==> config.mk <==
export PLATFORM = sky130hd
export DESIGN_NAME = ipv4_rx_top
export DESIGN_NICKNAME = d
export VERILOG_FILES = /design/src/hw/ipv4_rx_pkg.sv /design/src/hw/ipv4_rx_top.sv /design/src/hw/ipv4_rx_gate.sv /design/src/hw/ipv4_cks_acc.sv /design/src/hw/ipv4_hdr_parse.sv
export SDC_FILE = /design/constraint.sdc
export NUM_CORES = 1
export LEC_CHECK = 0
export ABC_AREA = 1
export BUFFER_PORTS_ARGS = -buffer_cell sky130_fd_sc_hd__clkbuf_2
export CAP_MARGIN = 20
export CORE_ASPECT_RATIO = 1.2
export CORE_MARGIN = 2
export CORE_UTILIZATION = 55
export DETAILED_ROUTE_END_ITERATION = 10
export PLACE_DENSITY = 0.79
export SLEW_MARGIN = 40
export SYNTH_ARGS = -nofsm -noshare
export SYNTH_HDL_FRONTEND = slang
export SYNTH_SLANG_ARGS = --single-unit
==> constraint.sdc <==
create_clock -name clk -period 11.13 [get_ports clk]
set_clock_uncertainty 0.15 [all_clocks]
set_input_delay 0 -clock clk [delete_from_list [all_inputs] [get_ports clk]]
set_output_delay 0 -clock clk [all_outputs]
set_load 0.05 [all_outputs]
==> src/hw/ipv4_rx_pkg.sv <==
package ipv4_rx_pkg;

  // smallest legal header, five 32-bit words
  localparam int ipv4_min_hdr_len = 20;

  localparam logic [3:0] ipv4_version = 4'd4;

  // limited broadcast 255.255.255.255
  localparam logic [31:0] ipv4_broadcast = 32'hffff_ffff;

  // a header with a correct checksum field folds to all ones
  localparam logic [15:0] cks_good = 16'hffff;

  // parser states
  // skip covers the option bytes between byte 20 and ihl*4
  typedef enum logic [1:0] {
    parse_idle,
    parse_header,
    parse_payload,
    parse_skip
  } parse_state_t;

  // drop reasons, listed in the order the gate ranks them
  typedef enum logic [2:0] {
    drop_none,
    drop_bad_version,
    drop_bad_ihl,
    drop_bad_cks,
    drop_not_for_us,
    drop_short_frame
  } drop_reason_t;

endpackage
==> src/hw/ipv4_rx_top.sv <==
`timescale 1ns/1ps

module ipv4_rx_top (
  input  logic                      clk,
  input  logic                      fsm_rst,
  input  logic                      in_val,
  input  logic                      in_sof,
  input  logic                      in_eof,
  input  logic [7:0]                in_dat,
  input  logic [31:0]               dev_ip,
  output logic                      out_val,
  output logic                      out_sof,
  output logic                      out_eof,
  output logic [7:0]                out_dat,
  output logic                      meta_val,
  output logic [31:0]               src_ip_out,
  output logic [15:0]               id_out,
  output logic [7:0]                proto_out,
  output logic [15:0]               pld_len,
  output logic                      drop,
  output ipv4_rx_pkg::drop_reason_t drop_reason
);

  logic        hdr_done;
  logic        frame_short;
  logic [3:0]  version;
  logic [3:0]  ihl;
  logic [15:0] total_len;
  logic [15:0] id;
  logic [7:0]  proto;
  logic [31:0] src_ip;
  logic [31:0] dst_ip;
  logic [15:0] cks_sum;

  // parser and checksum both watch the raw stream
  ipv4_hdr_parse u_parse (
    .clk(clk), .fsm_rst(fsm_rst),
    .in_val(in_val), .in_sof(in_sof), .in_eof(in_eof), .in_dat(in_dat),
    .hdr_done(hdr_done), .frame_short(frame_short),
    .version(version), .ihl(ihl), .total_len(total_len), .id(id),
    .proto(proto), .src_ip(src_ip), .dst_ip(dst_ip)
  );

  ipv4_cks_acc u_cks (
    .clk(clk), .fsm_rst(fsm_rst),
    .in_val(in_val), .in_sof(in_sof), .in_dat(in_dat),
    .cks_sum(cks_sum)
  );

  ipv4_rx_gate u_gate (
    .clk(clk), .fsm_rst(fsm_rst),
    .in_val(in_val), .in_eof(in_eof), .in_dat(in_dat), .dev_ip(dev_ip),
    .hdr_done(hdr_done), .frame_short(frame_short),
    .version(version), .ihl(ihl), .total_len(total_len), .id(id),
    .proto(proto), .src_ip(src_ip), .dst_ip(dst_ip), .cks_sum(cks_sum),
    .out_val(out_val), .out_sof(out_sof), .out_eof(out_eof), .out_dat(out_dat),
    .meta_val(meta_val), .src_ip_out(src_ip_out), .id_out(id_out),
    .proto_out(proto_out), .pld_len(pld_len),
    .drop(drop), .drop_reason(drop_reason)
  );

endmodule

==> src/hw/ipv4_rx_gate.sv <==
`timescale 1ns/1ps

module ipv4_rx_gate (
  input  logic                      clk,
  input  logic                      fsm_rst,
  input  logic                      in_val,
  input  logic                      in_eof,
  input  logic [7:0]                in_dat,
  input  logic [31:0]               dev_ip,
  input  logic                      hdr_done,
  input  logic                      frame_short,
  input  logic [3:0]                version,
  input  logic [3:0]                ihl,
  input  logic [15:0]               total_len,
  input  logic [15:0]               id,
  input  logic [7:0]                proto,
  input  logic [31:0]               src_ip,
  input  logic [31:0]               dst_ip,
  input  logic [15:0]               cks_sum,
  output logic                      out_val,
  output logic                      out_sof,
  output logic                      out_eof,
  output logic [7:0]                out_dat,
  output logic                      meta_val,
  output logic [31:0]               src_ip_out,
  output logic [15:0]               id_out,
  output logic [7:0]                proto_out,
  output logic [15:0]               pld_len,
  output logic                      drop,
  output ipv4_rx_pkg::drop_reason_t drop_reason
);

  ipv4_rx_pkg::drop_reason_t reason;
  ipv4_rx_pkg::drop_reason_t reason_q;
  logic        drop_q;
  logic        fwd;
  logic        eof_d;
  logic [15:0] cnt;
  logic [15:0] hdr_bytes;
  logic [15:0] pld_calc;
  logic        go;
  logic [15:0] len;
  logic [15:0] cnt_cur;
  logic        first;
  logic        last;

  assign hdr_bytes = {10'b0, ihl, 2'b00};
  // a total length shorter than the header leaves nothing to forward
  assign pld_calc  = (total_len > hdr_bytes) ? (total_len - hdr_bytes) : 16'd0;

  // first failing check wins
  always_comb begin
    if (version != ipv4_rx_pkg::ipv4_version) begin
      reason = ipv4_rx_pkg::drop_bad_version;
    end else if (ihl < 4'(ipv4_rx_pkg::ipv4_min_hdr_len / 4)) begin
      reason = ipv4_rx_pkg::drop_bad_ihl;
    end else if (cks_sum != ipv4_rx_pkg::cks_good) begin
      reason = ipv4_rx_pkg::drop_bad_cks;
    end else if (dst_ip != dev_ip && dst_ip != ipv4_rx_pkg::ipv4_broadcast) begin
      reason = ipv4_rx_pkg::drop_not_for_us;
    end else begin
      reason = ipv4_rx_pkg::drop_none;
    end
  end

  // the first payload byte may already be on the bus in the hdr_done cycle
  assign go      = hdr_done ? (reason == ipv4_rx_pkg::drop_none && pld_calc != 16'd0 && !eof_d)
                            : fwd;
  assign len     = hdr_done ? pld_calc : pld_len;
  assign cnt_cur = hdr_done ? 16'd0 : cnt;
  assign first   = (cnt_cur == 16'd0);
  assign last    = (cnt_cur + 16'd1 == len) || in_eof;

  always_ff @(posedge clk) begin
    if (fsm_rst) begin
      fwd      <= 1'b0;
      cnt      <= '0;
      eof_d    <= 1'b0;
      out_val  <= 1'b0;
      out_sof  <= 1'b0;
      out_eof  <= 1'b0;
      meta_val <= 1'b0;
      drop_q   <= 1'b0;
      reason_q <= ipv4_rx_pkg::drop_none;
    end else begin
      // frame closed on its last header byte
      eof_d  <= in_val && in_eof;
      drop_q <= hdr_done && (reason != ipv4_rx_pkg::drop_none);
      if (hdr_done) begin
        reason_q <= reason;
      end
      if (in_val && go) begin
        out_val  <= 1'b1;
        out_sof  <= first;
        out_eof  <= last;
        meta_val <= first;
        cnt      <= cnt_cur + 16'd1;
        fwd      <= !last;
      end else begin
        out_val  <= 1'b0;
        out_sof  <= 1'b0;
        out_eof  <= 1'b0;
        meta_val <= 1'b0;
        // an idle hdr_done cycle still starts the payload count from zero
        cnt      <= cnt_cur;
        fwd      <= go;
      end
    end
  end

  // payload and metadata registers
  always_ff @(posedge clk) begin
    out_dat <= in_dat;
    if (hdr_done && reason == ipv4_rx_pkg::drop_none) begin
      src_ip_out <= src_ip;
      id_out     <= id;
      proto_out  <= proto;
      pld_len    <= pld_calc;
    end
  end

  // short frames come straight from the parser, already one cycle after in_eof
  assign drop        = drop_q | frame_short;
  assign drop_reason = drop_q      ? reason_q :
                       frame_short ? ipv4_rx_pkg::drop_short_frame :
                                     ipv4_rx_pkg::drop_none;

  a_sof_has_val: assert property (
    @(posedge clk) disable iff (fsm_rst)
    out_sof |-> out_val
  );

  a_drop_no_data: assert property (
    @(posedge clk) disable iff (fsm_rst)
    !(drop && out_val)
  );

endmodule

==> src/hw/ipv4_cks_acc.sv <==
`timescale 1ns/1ps

module ipv4_cks_acc (
  input  logic        clk,
  input  logic        fsm_rst,
  input  logic        in_val,
  input  logic        in_sof,
  input  logic [7:0]  in_dat,
  output logic [15:0] cks_sum
);

  // two spare bits hold the carry until the next word folds it back in
  logic [17:0] acc;
  logic [7:0]  hi_byte;
  logic        lo_phase;
  logic [16:0] fold;

  assign fold    = {1'b0, acc[15:0]} + {15'b0, acc[17:16]};
  // second fold only matters when the first one wraps to 0x10000
  assign cks_sum = fold[15:0] + {15'b0, fold[16]};

  always_ff @(posedge clk) begin
    if (fsm_rst) begin
      acc      <= '0;
      lo_phase <= 1'b0;
    end else if (in_val) begin
      if (in_sof) begin
        acc      <= '0;
        lo_phase <= 1'b1;
      end else if (lo_phase) begin
        acc      <= {2'b00, acc[15:0]} + {16'b0, acc[17:16]} + {2'b00, hi_byte, in_dat};
        lo_phase <= 1'b0;
      end else begin
        lo_phase <= 1'b1;
      end
    end
  end

  // high byte of the word in progress
  always_ff @(posedge clk) begin
    if (in_val && (in_sof || !lo_phase)) begin
      hi_byte <= in_dat;
    end
  end

  a_carry_bound: assert property (
    @(posedge clk) disable iff (fsm_rst)
    (in_val && lo_phase && !in_sof) |=> (acc[17:16] <= 2'd1)
  );

endmodule

==> src/hw/ipv4_hdr_parse.sv <==
`timescale 1ns/1ps

module ipv4_hdr_parse (
  input  logic        clk,
  input  logic        fsm_rst,
  input  logic        in_val,
  input  logic        in_sof,
  input  logic        in_eof,
  input  logic [7:0]  in_dat,
  output logic        hdr_done,
  output logic        frame_short,
  output logic [3:0]  version,
  output logic [3:0]  ihl,
  output logic [15:0] total_len,
  output logic [15:0] id,
  output logic [7:0]  proto,
  output logic [31:0] src_ip,
  output logic [31:0] dst_ip
);

  ipv4_rx_pkg::parse_state_t state;

  // index of the byte currently on in_dat, the sof byte is index 0
  logic [5:0] cnt;
  logic [5:0] cnt_nxt;
  logic [5:0] hdr_len;
  logic       hdr_last;

  assign hdr_len  = {ihl, 2'b00};
  assign cnt_nxt  = cnt + 6'd1;
  assign hdr_last = (cnt_nxt >= hdr_len);

  always_ff @(posedge clk) begin
    if (fsm_rst) begin
      state       <= ipv4_rx_pkg::parse_idle;
      cnt         <= '0;
      hdr_done    <= 1'b0;
      frame_short <= 1'b0;
    end else begin
      hdr_done    <= 1'b0;
      frame_short <= 1'b0;
      if (in_val) begin
        if (in_sof) begin
          // a new frame restarts the parser from any state
          cnt <= 6'd1;
          if (in_eof) begin
            frame_short <= 1'b1;
            state       <= ipv4_rx_pkg::parse_idle;
          end else begin
            state <= ipv4_rx_pkg::parse_header;
          end
        end else begin
          case (state)
            ipv4_rx_pkg::parse_header, ipv4_rx_pkg::parse_skip: begin
              cnt <= cnt_nxt;
              if (hdr_last) begin
                hdr_done <= 1'b1;
                state    <= in_eof ? ipv4_rx_pkg::parse_idle : ipv4_rx_pkg::parse_payload;
              end else if (in_eof) begin
                frame_short <= 1'b1;
                state       <= ipv4_rx_pkg::parse_idle;
              end else if (cnt_nxt == 6'(ipv4_rx_pkg::ipv4_min_hdr_len)) begin
                // fixed part done, options follow
                state <= ipv4_rx_pkg::parse_skip;
              end
            end
            ipv4_rx_pkg::parse_payload: begin
              if (in_eof) begin
                state <= ipv4_rx_pkg::parse_idle;
              end
            end
            default: begin
            end
          endcase
        end
      end
    end
  end

  // field capture, multi-byte fields arrive msb first
  always_ff @(posedge clk) begin
    if (in_val) begin
      if (in_sof) begin
        version <= in_dat[7:4];
        ihl     <= in_dat[3:0];
      end else if (state == ipv4_rx_pkg::parse_header) begin
        case (cnt)
          6'd2, 6'd3:                total_len <= {total_len[7:0], in_dat};
          6'd4, 6'd5:                id        <= {id[7:0], in_dat};
          6'd9:                      proto     <= in_dat;
          6'd12, 6'd13, 6'd14, 6'd15: src_ip   <= {src_ip[23:0], in_dat};
          6'd16, 6'd17, 6'd18, 6'd19: dst_ip   <= {dst_ip[23:0], in_dat};
          default: begin
          end
        endcase
      end
    end
  end

  // header end lands on byte ihl*4, counted from the sof byte
  a_done_at_hdr_len: assert property (
    @(posedge clk) disable iff (fsm_rst)
    hdr_done |-> ((cnt == hdr_len) || (ihl == 4'd0))
  );

endmodule

After elaboration in Yosys (flattened, before gate mapping)
Cells that the tools add are included.

Shifts and indexed selects: 0. Add/subtract/negate cells: 7. Bitwise gates (word level): 5. Reduce and logical (&&, ||, !) cells: 37. Equality and inequality tests: 24. Divide/modulo/power cells: 0. Multiply operators: 0. Muxes and demuxes: 32. Magnitude comparators: 3.

Operators with widths (number): 16-bit two-way mux (4); 18-bit two-way mux (2); 16-bit by 2-bit adder with 17-bit output (2); 32-bit inequality test (1); 32-bit inequality test (second input constant) (1); 6-bit by 4-bit == test with 1-bit output (second input constant) (5); 6-bit by 5-bit == test with 1-bit output (second input constant) (5); 4-bit AND reduction (6); 18-bit by 16-bit adder with 18-bit output (1); 3-bit two-way mux (6); 16-bit by 1-bit adder with 16-bit output (1); 16-bit by 1-bit adder with 16-bit output (second input constant) (1); 16-bit == test (1); 16-bit by 6-bit greater-than comparator with 1-bit output (1); 16-bit logical NOT (1); 16-bit inequality test (second input constant) (1); 16-bit nonzero test (1); 16-bit by 6-bit subtractor with 16-bit output (1); 6-bit by 2-bit == test with 1-bit output (second input constant) (2); 6-bit by 3-bit == test with 1-bit output (second input constant) (2); 2-bit two-way mux (6); 6-bit two-way mux (2); 4-bit OR reduction (3); 1-bit two-way mux (11); other kinds (19) (41).

Register bits: 254. Output and inout bits: 88. Input port bits: 45. Bits in read-only memories: 0. Latch bits: 0. Memories kept: 0. RAM bits: 0. Word-level logic and storage cells: 135.

Depth between registers and ports, before layout
Gate-level depths: netlist (run 1).

Depth after elaboration: 13. Mapped depth: 27.

Cells and area by module
Synthesis (run 1) repeated with hierarchy kept, for this count alone.

Cell total of the unflattened synthesis: 1457. Area, all modules: 12988.7 µm².

By module, submodules not included: ipv4_rx_gate (cells an instance 773, area an instance 5941.9 µm², times used 1); ipv4_hdr_parse (cells an instance 228, area an instance 4122.7 µm², times used 1); ipv4_cks_acc (cells an instance 456, area an instance 2924.1 µm², times used 1).

Worst setup path before layout (run 1)
OpenSTA, ideal clock, no wires.

Path kind: reg2reg. Start point: register u_cks.acc[0]. End point: register u_gate.id_out[0], enable pin. Period minus slack after synthesis: 6.368 ns. Buffers on the path: 0. Setup slack: 4.762 ns. Cell stages (with the launch flop): 21. Arrival time: 5.714 ns. Cells stage by stage: dfxtp_1 ha_1 fa_1 nand2_4 nor2_4 nand3_1 nor3_1 nand4_1 inv_1 ha_1 ha_1 nand3_1 nor3_1 nand3_1 nor2_1 nand3_1 nor2_1 nand2_2 nor2_4 nand2_1 nor2_1.

Cells in the longest elaborated chain, start to end: 8.

RTL lines: start, declared (line ipv4_cks_acc.sv:13) `logic [17:0] acc;`; start signal, assigned (line ipv4_cks_acc.sv:31) `acc <= {2'b00, acc[15:0]} + {16'b0, acc[17:16]} + {2'b00, hi_byte, in_dat};`; 16-bit by 2-bit adder with 17-bit output (line ipv4_cks_acc.sv:18) `assign fold = {1'b0, acc[15:0]} + {15'b0, acc[17:16]};`; 16-bit by 1-bit adder with 16-bit output (line ipv4_cks_acc.sv:20) `assign cks_sum = fold[15:0] + {15'b0, fold[16]};`; 16-bit inequality test (line ipv4_rx_gate.sv:57) `end else if (cks_sum != ipv4_rx_pkg::cks_good) begin`; 3-bit two-way mux (line ipv4_rx_gate.sv:57); 3-bit two-way mux (line ipv4_rx_gate.sv:55) `end else if (ihl < 4'(ipv4_rx_pkg::ipv4_min_hdr_len / 4)) begin`; 3-bit two-way mux (line ipv4_rx_gate.sv:53) `if (version != ipv4_rx_pkg::ipv4_version) begin`; 3-bit logical NOT (line ipv4_rx_gate.sv:114) `if (hdr_done && reason == ipv4_rx_pkg::drop_none) begin`; 1-bit logical AND (line ipv4_rx_gate.sv:114); end signal, assigned (line ipv4_rx_gate.sv:116) `id_out <= id;`; end, declared (line ipv4_rx_gate.sv:26) `output logic [15:0] id_out,`.

No other way between the ends. A chain may end at the register's enable or synchronous reset.

Worst setup path after layout (run 1)
Start point: register u_cks.acc[16]. End point: register u_gate.src_ip_out[8], enable pin.

Cells in the longest elaborated chain, start to end: 8.

RTL lines: 16-bit by 2-bit adder with 17-bit output (line ipv4_cks_acc.sv:18); 16-bit by 1-bit adder with 16-bit output (line ipv4_cks_acc.sv:20); 16-bit inequality test (line ipv4_rx_gate.sv:57); 3-bit two-way mux (line ipv4_rx_gate.sv:57); 3-bit two-way mux (line ipv4_rx_gate.sv:55); 3-bit two-way mux (line ipv4_rx_gate.sv:53); 3-bit logical NOT (line ipv4_rx_gate.sv:114); 1-bit logical AND (line ipv4_rx_gate.sv:114); end signal, assigned (line ipv4_rx_gate.sv:115) `src_ip_out <= src_ip;`; end, declared (line ipv4_rx_gate.sv:25) `output logic [31:0] src_ip_out,`.

No other way between the ends.

==> flow_summary.json, run 1 <==
{
  "status": "complete, no violations",
  "synth_nets": 1327,
  "hold_viol_final": 0,
  "p_per_area_mw_per_mm2": 141,
  "start_util_pct": 55.8,
  "critPathBufInv": 3,
  "ys_ff_latch": 254,
  "area_delta_synth_final_pct": 16.0,
  "finalSetupTns_ps": 0,
  "syn_area_sq_mm": 0.0121,
  "whs_path_depth": 3,
  "cp.arrival_ps": 4330,
  "rsz0062_at_grt": "no",
  "min_from": "in_val",
  "fin_util_pct": 64.7,
  "clk-insertion-delay-late_ps": 540,
  "rr_endpoint": "u_gate.src_ip_out[8]",
  "tightest_slew_ps": 798,
  "cp_slowest_cell": "buf_6",
  "setup_viol": 0,
  "hold_path_class": "in2reg",
  "leakagePower_nw": 5.70,
  "clk_pin_slew_ps": 60,
  "cts-root-buf": "clkbuf_16",
  "vias": 9137,
  "finalNetCount": 1480,
  "drc": 0,
  "dp_cells": 1633,
  "grt_usage_pct": 23.5,
  "reg2reg_depth": 22,
  "num_rows": 59,
  "drive_gt1_share_pct": 17.9,
  "fp.dieW_um": 139,
  "hold_end": "u_gate.out_eof",
  "drtPass1Iterations": 5,
  "cts_tree": "yes",
  "ant_nets": 0,
  "grt_max_degree": 73,
  "r2r_slack_ps": 6820,
  "fin_cells": 1691,
  "synth_cells": 1245,
  "numCtsBuffers": 25,
  "place.gp.congestion": 0.943,
  "synth_edf_count": 192,
  "clock-sinks": 254,
  "via_per_inst": 5.40,
  "final.period_utilization_pct": 38.8,
  "drv_cap": 0,
  "slew_headroom_pct": 46.8,
  "die_area_sq_mm": 0.0231,
  "crit_path_end_kind": "flop",
  "worstPathCellList": "ha_1 > fa_1 > nand2_4 > nor2_4 > nand3_1 > nor3_1 > nand4_1 > inv_1 > ha_1 > ha_1 > nand2_1 > nor2_1 > inv_1 > nor2_2 > nand3_1 > xor2_1 > nor2_1 > nand2_2 > nor2_4 > nand2_1 > nor2_4 > buf_6",
  "cp_slowest_stage_delay_ps": 560,
  "crit_fanout": 72,
  "ys.flop_type": "edfxtp_1",
  "fin_crit_ps": 4310,
  "grt_pass1_vias": 8804,
  "ys_warn_count": 0,
  "antenna_found_initial": 0,
  "core-area_sq_mm": 0.0216,
  "timing.rr.start": "u_cks.acc[16]",
  "diodes": 0,
  "clock_path_buffers": 3,
  "hpwlAfterDp_um": 19100,
  "cp-start-kind": "flop",
  "grt_overflow": 0,
  "ir_drop_uv": 121,
  "wl_per_cell_um": 16.2,
  "syn_area_per_cell_sq_um": 9.69,
  "critPathRequiredTime_ps": 11140,
  "synth.distinct_cells": 49,
  "io_pins": 133,
  "die_h_um": 166,
  "path_delay_family": "simple AND/OR/NAND/NOR gates",
  "wl_um": 27400,
  "grt_pass1_wl_um": 44000,
  "path_class": "reg2reg",
  "ys_seq_area_share_pct": 58.1,
  "max_freq_ghz": 0.232,
  "drt_iter0_drc": 716,
  "slew_violations": 0,
  "htreeDepth": 1,
  "io_buffers": 132,
  "synthArstFlopShare_pct": 0
}
logic make-up (layout without fill, tap and decap cells):
group           count (synthesis)  count (layout)  share of synthesized area, %
fa+ha+maj                      37              37                          4.02
buf+inv                       178             350                          5.82
xor+xnor                       44              44                          3.26
compound gates                137             137                          6.28
simple gates                  595             595                          22.6
flops                         254             254                          58.1
how the worst max path moves through the flow:
| stage | startpoint | endpoint | depth (start not counted) |
|---|---|---|---|
| after detailed placement | u_cks.acc[16] | u_gate.src_ip_out[27] | 22 |
| after global routing | u_cks.acc[16] | u_gate.src_ip_out[21] | 24 |
| after CTS | u_cks.acc[16] | u_gate.src_ip_out[15] | 22 |
| after floorplan | u_cks.acc[0] | u_gate.id_out[0] | 20 |
| after global placement | u_cks.acc[0] | u_gate.src_ip_out[30] | 22 |
| final | u_cks.acc[16] | u_gate.src_ip_out[8] | 22 |
flip-flops by register name (all words and copies together), names as in the netlist, 8 cells and up, named ones only:
signal and flops:
u_parse.src_ip 32, u_parse.id 16, u_gate.id_out 16, u_gate.src_ip_out 32
u_gate.out_dat 8, u_cks.acc 18, u_gate.pld_len 16, u_parse.dst_ip 32
u_gate.cnt 16, u_cks.hi_byte 8, u_parse.total_len 16, u_parse.proto 8
u_gate.proto_out 8
worst register-to-register path: stages (launching register included):
cell and delay [ps]:
dfxtp_1 340, ha_1 210, fa_1 280, nand2_4 100, nor2_4 160, nand3_1 120, nor3_1 150, nand4_1 160
inv_1 90, ha_1 180, ha_1 180, nand2_1 70, nor2_1 140, inv_1 80, nor2_2 130, nand3_1 110
xor2_1 150, nor2_1 130, nand2_2 90, nor2_4 130, nand2_1 100, nor2_4 90, buf_6 560
Yosys cell counts, types with 11 or more instances:
| cell type | number | area [sq um] |
|---|---|---|
| nand3_1 | 93 | 465 |
| clkbuf_1 | 13 | 48.8 |
| nand2_1 | 262 | 983 |
| edfxtp_1 | 192 | 5770 |
| nand2_2 | 16 | 100 |
| dfxtp_1 | 62 | 1240 |
| nor3_1 | 11 | 55.1 |
| or2_2 | 19 | 119 |
| ha_1 | 34 | 425 |
| xnor2_1 | 19 | 166 |
| inv_1 | 149 | 559 |
| o21ai_0 | 49 | 245 |
| nand4_1 | 34 | 213 |
| a21oi_1 | 62 | 310 |
| xor2_1 | 24 | 210 |
| nor2_1 | 122 | 458 |
layer usage:
layer  GRT usage (%)  wire length, um
met5               0                0
met4            8.65              965
met3            2.85             1500
met2            42.8            14100
met1            28.8            10800
metrics by stage:
| step | power (W) | setup slack (ps) | hold WS, ps | cell area [sq um] |
|---|---|---|---|---|
| 2_1_floorplan | 0.00110 | 4760 | -122 | 12100 |
| 3_3_place_gp | 0.00113 | 6850 | 183 | 13000 |
| 3_5_place_dp | 0.00113 | 6850 | 188 | 13000 |
| 4_1_cts | 0.00199 | 6860 | 66.2 | 14000 |
| 5_1_grt | 0.00203 | 6410 | 116 | 14000 |
| 6_report | 0.00197 | 6820 | 80.0 | 14000 |
report_power, final:
part	total [W]	internal [W]	switching [W]
clock network	0.000856	0.000501	0.000356
logic	0.0000935	0.0000301	0.0000633
registers	0.00102	0.00102	0.00000603
layout by cell type (no fill, tap or decap), drive strengths merged, types with 5 or more instances in the layout:
cell type / netlist / routed
dfxtp: 62 / 62
nand4: 35 / 35
o21ai: 50 / 50
inv: 152 / 154
nand3: 97 / 97
nor4: 10 / 10
nand2: 280 / 280
clkbuf: 13 / 162
nor3: 12 / 12
clkinv: 1 / 9
o211ai: 5 / 5
edfxtp: 192 / 192
ha: 34 / 34
or2: 20 / 20
xor2: 25 / 25
xnor2: 19 / 19
a21oi: 66 / 66
buf: 12 / 7
dlygate4sd3: 0 / 12
nor2: 137 / 137
what timing repair did:
| item | 4_1_cts | 5_1_grt |
|---|---|---|
| buffers inserted | 0 | 0 |
| endpoints found under the hold margin | 100 | 0 |
| hold buffers | 12 | 0 |
| gates resized for setup | 0 | 0 |
layout make-up:
class,instances,area (sq um)
Tap cell,274,343
Timing Repair Buffer,151,837
Clock buffer,30,666
Fill cell,1695,7630
Inverter,153,574
Multi-Input combinational cell,813,4390
Clock inverter,16,179
Sequential cell,254,7010
Power figures use the tool's default switching activity.
==> run 2: changes to the inputs <==
ABC_AREA = 0   (was 1)
clock period = 4.5 ns   (was 11.13 ns; I/O delays follow)
==> run 2 against run 1 <==
Synthesized cell count down 24%. Non-clock buffer count up 7. Combinational power rose to 2.6 times the previous value. Register-to-register slack worse by 6400 ps. Flip-flop and latch count unchanged. Cell count down 18%. Critical path depth down 9. Global-route usage about the same. Design area down 2.7%. Total power up 150%. Routed wire length down 3.7%. Sequential share of layout area up 1.4 points.
==> flow_summary.json, run 2 <==
{
  "min_from": "in_dat[0]",
  "yosys.area.top_type": "edfxtp_1",
  "seqPwrFrac_pct": 52.3,
  "clk_pin_slew_ps": 60,
  "drive_gt1_share_pct": 20.8,
  "drv_cap": 0,
  "synth_nets": 1024,
  "final_cell_mix": "edfxtp_1 (192), clkbuf_2 (132), nor2_1 (80)",
  "synthTopCellsByCount": "edfxtp_1 (192), nor2_1 (80), dfxtp_1 (62)",
  "path_class": "reg2reg",
  "tightest_slew_ps": 856,
  "leakagePower_nw": 5.05,
  "grt_overflow": 0,
  "grt_pass1_vias": 7865,
  "die_h_um": 163,
  "timing.final.ws_setup_ps": 453,
  "ys_seq_area_share_pct": 60.5,
  "ir_drop_uv": 330,
  "drtPass1Iterations": 7,
  "htreeDepth": 1,
  "drc": 0,
  "cts_tree": "yes",
  "crit_fanout": 72,
  "place.gp.congestion": 0.867,
  "ys_ff_latch": 254,
  "slew_headroom_pct": 42.3,
  "clk-insertion-delay-late_ps": 540,
  "netlist.area_leader.share_pct": 49.8,
  "final.period_utilization_pct": 89.9,
  "synth.distinct_cells": 87,
  "synthArstFlopShare_pct": 0,
  "cp-startpoint": "u_cks.acc[16]",
  "synth_area_leaders": "edfxtp_1 (50%), dfxtp_1 (11%), xor2_1 (4.0%), ha_1 (3.7%), xnor2_1 (3.3%)",
  "numCtsBuffers": 25,
  "start_util_pct": 55.6,
  "fin_crit_ps": 4050,
  "die_area_sq_mm": 0.0222,
  "ys.flop_type": "edfxtp_1",
  "fp.dieW_um": 136,
  "clock_path_buffers": 3,
  "switchingPower_w": 0.00104,
  "crit_path_end_kind": "flop",
  "critPathRequiredTime_ps": 4540,
  "grt_max_degree": 73,
  "core-area_sq_mm": 0.0208,
  "place_area_sq_mm": 0.0127,
  "swShare_pct": 21.4,
  "diodes": 0,
  "cp-start-kind": "flop",
  "cts-resized-gates": 0,
  "drt_iter0_drc": 563,
  "grt_usage_pct": 23.5,
  "p_per_area_mw_per_mm2": 355,
  "clock-sinks": 254,
  "syn_area_per_cell_sq_um": 12.3,
  "whs_ps": 210,
  "place_ws_ps": 509,
  "ant_nets": 0,
  "grt_pass1_wl_um": 40400,
  "hold_path_class": "in2reg",
  "clkPwrFrac_pct": 42.7,
  "antenna_found_initial": 0,
  "timing.rr.start": "u_cks.acc[16]",
  "wl_um": 26400,
  "max_freq_ghz": 0.247,
  "hold_viol_final": 0,
  "comb_power_share_pct": 5.0,
  "status": "complete, no violations",
  "stdcell_area_sq_mm": 0.0136,
  "io_buffers": 132,
  "ys_warn_count": 0,
  "via_per_inst": 5.82,
  "synth_edf_count": 192,
  "reg.largest.list": "u_gate.src_ip_out x32, u_parse.dst_ip x32, u_parse.src_ip x32",
  "vias": 8060,
  "syn_area_sq_mm": 0.0116,
  "io_pins": 133,
  "setup_viol": 0,
  "rsz0062_at_grt": "no",
  "wl_per_cell_um": 19.0,
  "final_common_cell": "edfxtp_1",
  "slew_violations": 0,
  "area_delta_synth_final_pct": 17.6,
  "finalNetCount": 1178,
  "cp.arrival_ps": 4090,
  "synth_most_common_cell": "edfxtp_1",
  "p_int_w": 0.00380,
  "cts-root-buf": "clkbuf_16",
  "num_rows": 58,
  "hpwlAfterDp_um": 18300,
  "synth_cells": 942
}
run 2: cell types whose count changed after synthesis, sizes merged, moves of 19 or more:
cell	previous run	this run
nand2	280	58
inv	152	32
nand3	97	32
nor2	137	81
a21oi	66	36
xor2	25	54
xnor2	19	45
o21ai	50	28
a22oi	0	19
run 2: cells by family after synthesis:
family	Yosys count	synth area share, %
mux	2	0.184
buf+inv	63	2.29
flops	254	60.5
xor+xnor	99	7.62
simple gates	329	15.5
fa+ha+maj	37	4.19
compound gates	158	9.74
run 2: through the flow:
step,power (W),setup TNS (ps),cells,util [%]
2_1_floorplan,0.00272,-69420,942,-
3_3_place_gp,0.00280,0,1325,60.8
3_5_place_dp,0.00281,0,1325,60.8
4_1_cts,0.00488,0,1385,65.4
5_1_grt,0.00498,0,1385,65.4
6_report,0.00484,0,1385,65.4
run 2: repair_timing:
| item | 4_1_cts | 5_1_grt |
|---|---|---|
| setup buffers | 0 | 0 |
| endpoints found under the hold margin | 109 | 0 |
| hold buffers | 14 | 0 |
run 2: final cells by class:
class / instances / area, sq um
Fill cell: 1543 / 7210
Timing Repair Buffer: 158 / 903
Clock buffer: 30 / 644
Sequential cell: 254 / 7010
Tap cell: 270 / 338
Clock inverter: 16 / 171
Multi-Input combinational cell: 625 / 4430
Inverter: 32 / 120
run 2: power groups by stage:
| stage | clock network (W) | logic, W | registers, W |
|---|---|---|---|
| floorplan | 0 | 0.000131 | 0.00259 |
| global placement | 0 | 0.000221 | 0.00258 |
| detailed placement | 0 | 0.000228 | 0.00258 |
| CTS | 0.00211 | 0.000240 | 0.00253 |
| global route | 0.00218 | 0.000261 | 0.00253 |
| finish | 0.00207 | 0.000242 | 0.00253 |
run 2: path summary, 6_finish.rpt:
path	endpoint	slack, ps	cells past startpoint
max reg2reg	u_gate.proto_out[0]	450	13
min reg2reg	u_gate.id_out[9]	270	0
max	u_gate.proto_out[0]	450	13
min	u_gate.out_dat[0]	210	2
run 2: critical path, cell delays in order, from the launching register on:
cell	delay, ps
dfxtp_2	350
ha_4	160
fa_2	270
and3_4	220
nand4_4	130
nor3_4	280
ha_2	260
ha_1	180
and2_1	230
a21oi_1	130
nor4b_1	330
nand4b_1	210
nor4_4	360
buf_12	350
run 2: metal layers:
layer	vias up	GRT usage [%]	part of all wire, %	wire length (um)
met5	-	0	0	0
met1	3880	28.5	39	10400
li1	3838	-	-	-
met3	63	3.08	5.4	1430
met4	0	9.23	3.5	925
met2	279	42.2	52	13600
==> run 3: changes to the inputs <==
BUFFER_PORTS_ARGS = unset   (was -buffer_cell sky130_fd_sc_hd__clkbuf_2)
CTS_BUF_LIST = sky130_fd_sc_hd__clkbuf_16   (was unset)
DONT_BUFFER_PORTS = 1   (was unset)
PLACE_DENSITY = 0.73   (was 0.79)
==> run 3 against run 2 <==
Non-clock buffer count decreased by 130. Total power increased by 0.30%. Die area unchanged. Cell count decreased by 9.4%. Highest routed layer unchanged.
==> flow_summary.json, run 3 (same netlist as run 2, synthesis figures left out) <==
{
  "vias": 7532,
  "finalNetCount": 1048,
  "leakagePower_nw": 4.55,
  "crit_fanout": 7,
  "cts-root-buf": "clkbuf_16",
  "drive_gt1_share_pct": 10.3,
  "core-area_sq_mm": 0.0208,
  "cts-resized-gates": 0,
  "max_freq_ghz": 0.244,
  "io_pins": 133,
  "tightest_slew_ps": 843,
  "place.gp.congestion": 0.865,
  "clk_pin_slew_ps": 60,
  "setup_viol": 0,
  "slew_headroom_pct": 43.3,
  "timing.final.ws_setup_ps": 402,
  "area_delta_synth_final_pct": 12.3,
  "drt_iter0_drc": 576,
  "cp_slowest_cell": "dlygate4sd3_1",
  "grt_overflow": 0,
  "die_area_sq_mm": 0.0222,
  "crit_path_end_kind": "flop",
  "numCtsBuffers": 25,
  "cp.arrival_ps": 4420,
  "num_rows": 58,
  "cts_tree": "yes",
  "post_cts_buffers": 0,
  "antenna_found_initial": 1,
  "fp.dieW_um": 136,
  "hold_path_class": "in2reg",
  "via_per_inst": 6.00,
  "clock_path_buffers": 3,
  "clock-sinks": 254,
  "status": "complete, no violations",
  "ant_nets": 0,
  "hpwlAfterDp_um": 17800,
  "fin_crit_ps": 4100,
  "cp-start-kind": "flop",
  "start_util_pct": 55.6,
  "final_common_cell": "edfxtp_1",
  "final_cell_mix": "edfxtp_1 (192), nor2_1 (80), dfxtp_1 (59)",
  "reg.largest.list": "u_gate.src_ip_out x32, u_parse.dst_ip x32, u_parse.src_ip x32",
  "grt_max_degree": 73,
  "p_total_w": 0.00486,
  "p_per_area_mw_per_mm2": 373,
  "die_h_um": 163,
  "hold_viol_final": 0,
  "wl_um": 25700,
  "io_buffers": 0,
  "whs_ps": 22.5,
  "slew_violations": 0,
  "htreeDepth": 1,
  "finalSetupTns_ps": 0,
  "critPathBufInv": 1,
  "worstPathCellList": "ha_4 > fa_2 > and3_4 > nand4_4 > nor3_4 > ha_2 > ha_1 > nand2_1 > nor3_2 > nand4_1 > a21o_1 > a2111oi_4 > o21ai_1 > a21oi_1 > dlygate4sd3_1",
  "rsz0062_at_grt": "no",
  "path_delay_family": "simple AND/OR/NAND/NOR gates",
  "place_ws_ps": 470,
  "path_class": "reg2reg",
  "final.period_utilization_pct": 91.1,
  "cp_slowest_stage_delay_ps": 570,
  "ir_drop_uv": 278,
  "drtPass1Iterations": 5,
  "drv_cap": 0,
  "clk-insertion-delay-late_ps": 540,
  "critPathRequiredTime_ps": 4820,
  "grt_usage_pct": 23.2,
  "drc": 0,
  "grt_pass1_vias": 7521,
  "grt_pass1_wl_um": 40100,
  "wl_per_cell_um": 20.5
}
-- run 3: changes by cell type in the layout (fill, tap and decap cells not counted), sizes merged --
cell and change:
buf +2, clkinvlp -2, bufinv +1, clkbuf -137, clkinv -1, diode +1, inv +6
-- run 3: routing by layer --
| layer | GRT usage [%] | wire [um] |
|---|---|---|
| met1 | 28.7 | 10400 |
| met2 | 41.8 | 13300 |
| met3 | 3.45 | 1270 |
| met4 | 6.87 | 739 |
| met5 | 0 | 0 |
-- run 3: final cells by class --
cell class                 count  area [sq um]
antenna                        1          2.50
clock buffer                  25           626
clock inverter                20           204
fill                        1582          7820
inverter                      32           120
multi-input combinational    625          4430
sequential                   254          7010
tap                          270           338
timing repair buffer          28           270
-- run 3: power breakdown --
group | total, W | switching, W | internal (W)
sequential | 0.00255 | 0.0000302 | 0.00252
combinational | 0.000198 | 0.000127 | 0.0000706
clock | 0.00211 | 0.000866 | 0.00124
-- run 3: through the flow --
stage / cell area, sq um / util [%] / instances
after global placement: 12000 / 57.6 / 1194
final: 13000 / 62.4 / 1255
after CTS: 13000 / 62.4 / 1254
after floorplan: 11700 / - / 942
after global routing: 13000 / 62.4 / 1255
after detailed placement: 12000 / 57.7 / 1194
-- run 3: tightest hold or removal path: cells and delay by family --
family,cells,cell delay (ps)
AO/OA/AOI/OAI,3,390
adder cells (fa/ha/maj),1,130
XOR/XNOR,1,80
AND/OR/NAND/NOR,1,50
-- run 3: final timing paths --
kind | startpoint | end | slack, ps | cells past startpoint
min | in_dat[1] | u_cks.acc[3] | 20 | 6
min reg2reg | u_parse.id[9] | u_gate.id_out[9] | 270 | 0
max reg2reg | u_cks.acc[16] | u_gate.cnt[1] | 400 | 15
max | u_cks.acc[16] | u_gate.cnt[1] | 400 | 15
-- run 3: timing repair --
action / CTS / global route
hold endpoints to repair: 134 / 0
setup endpoints to repair: 0 / 0
hold buffers: 15 / 0
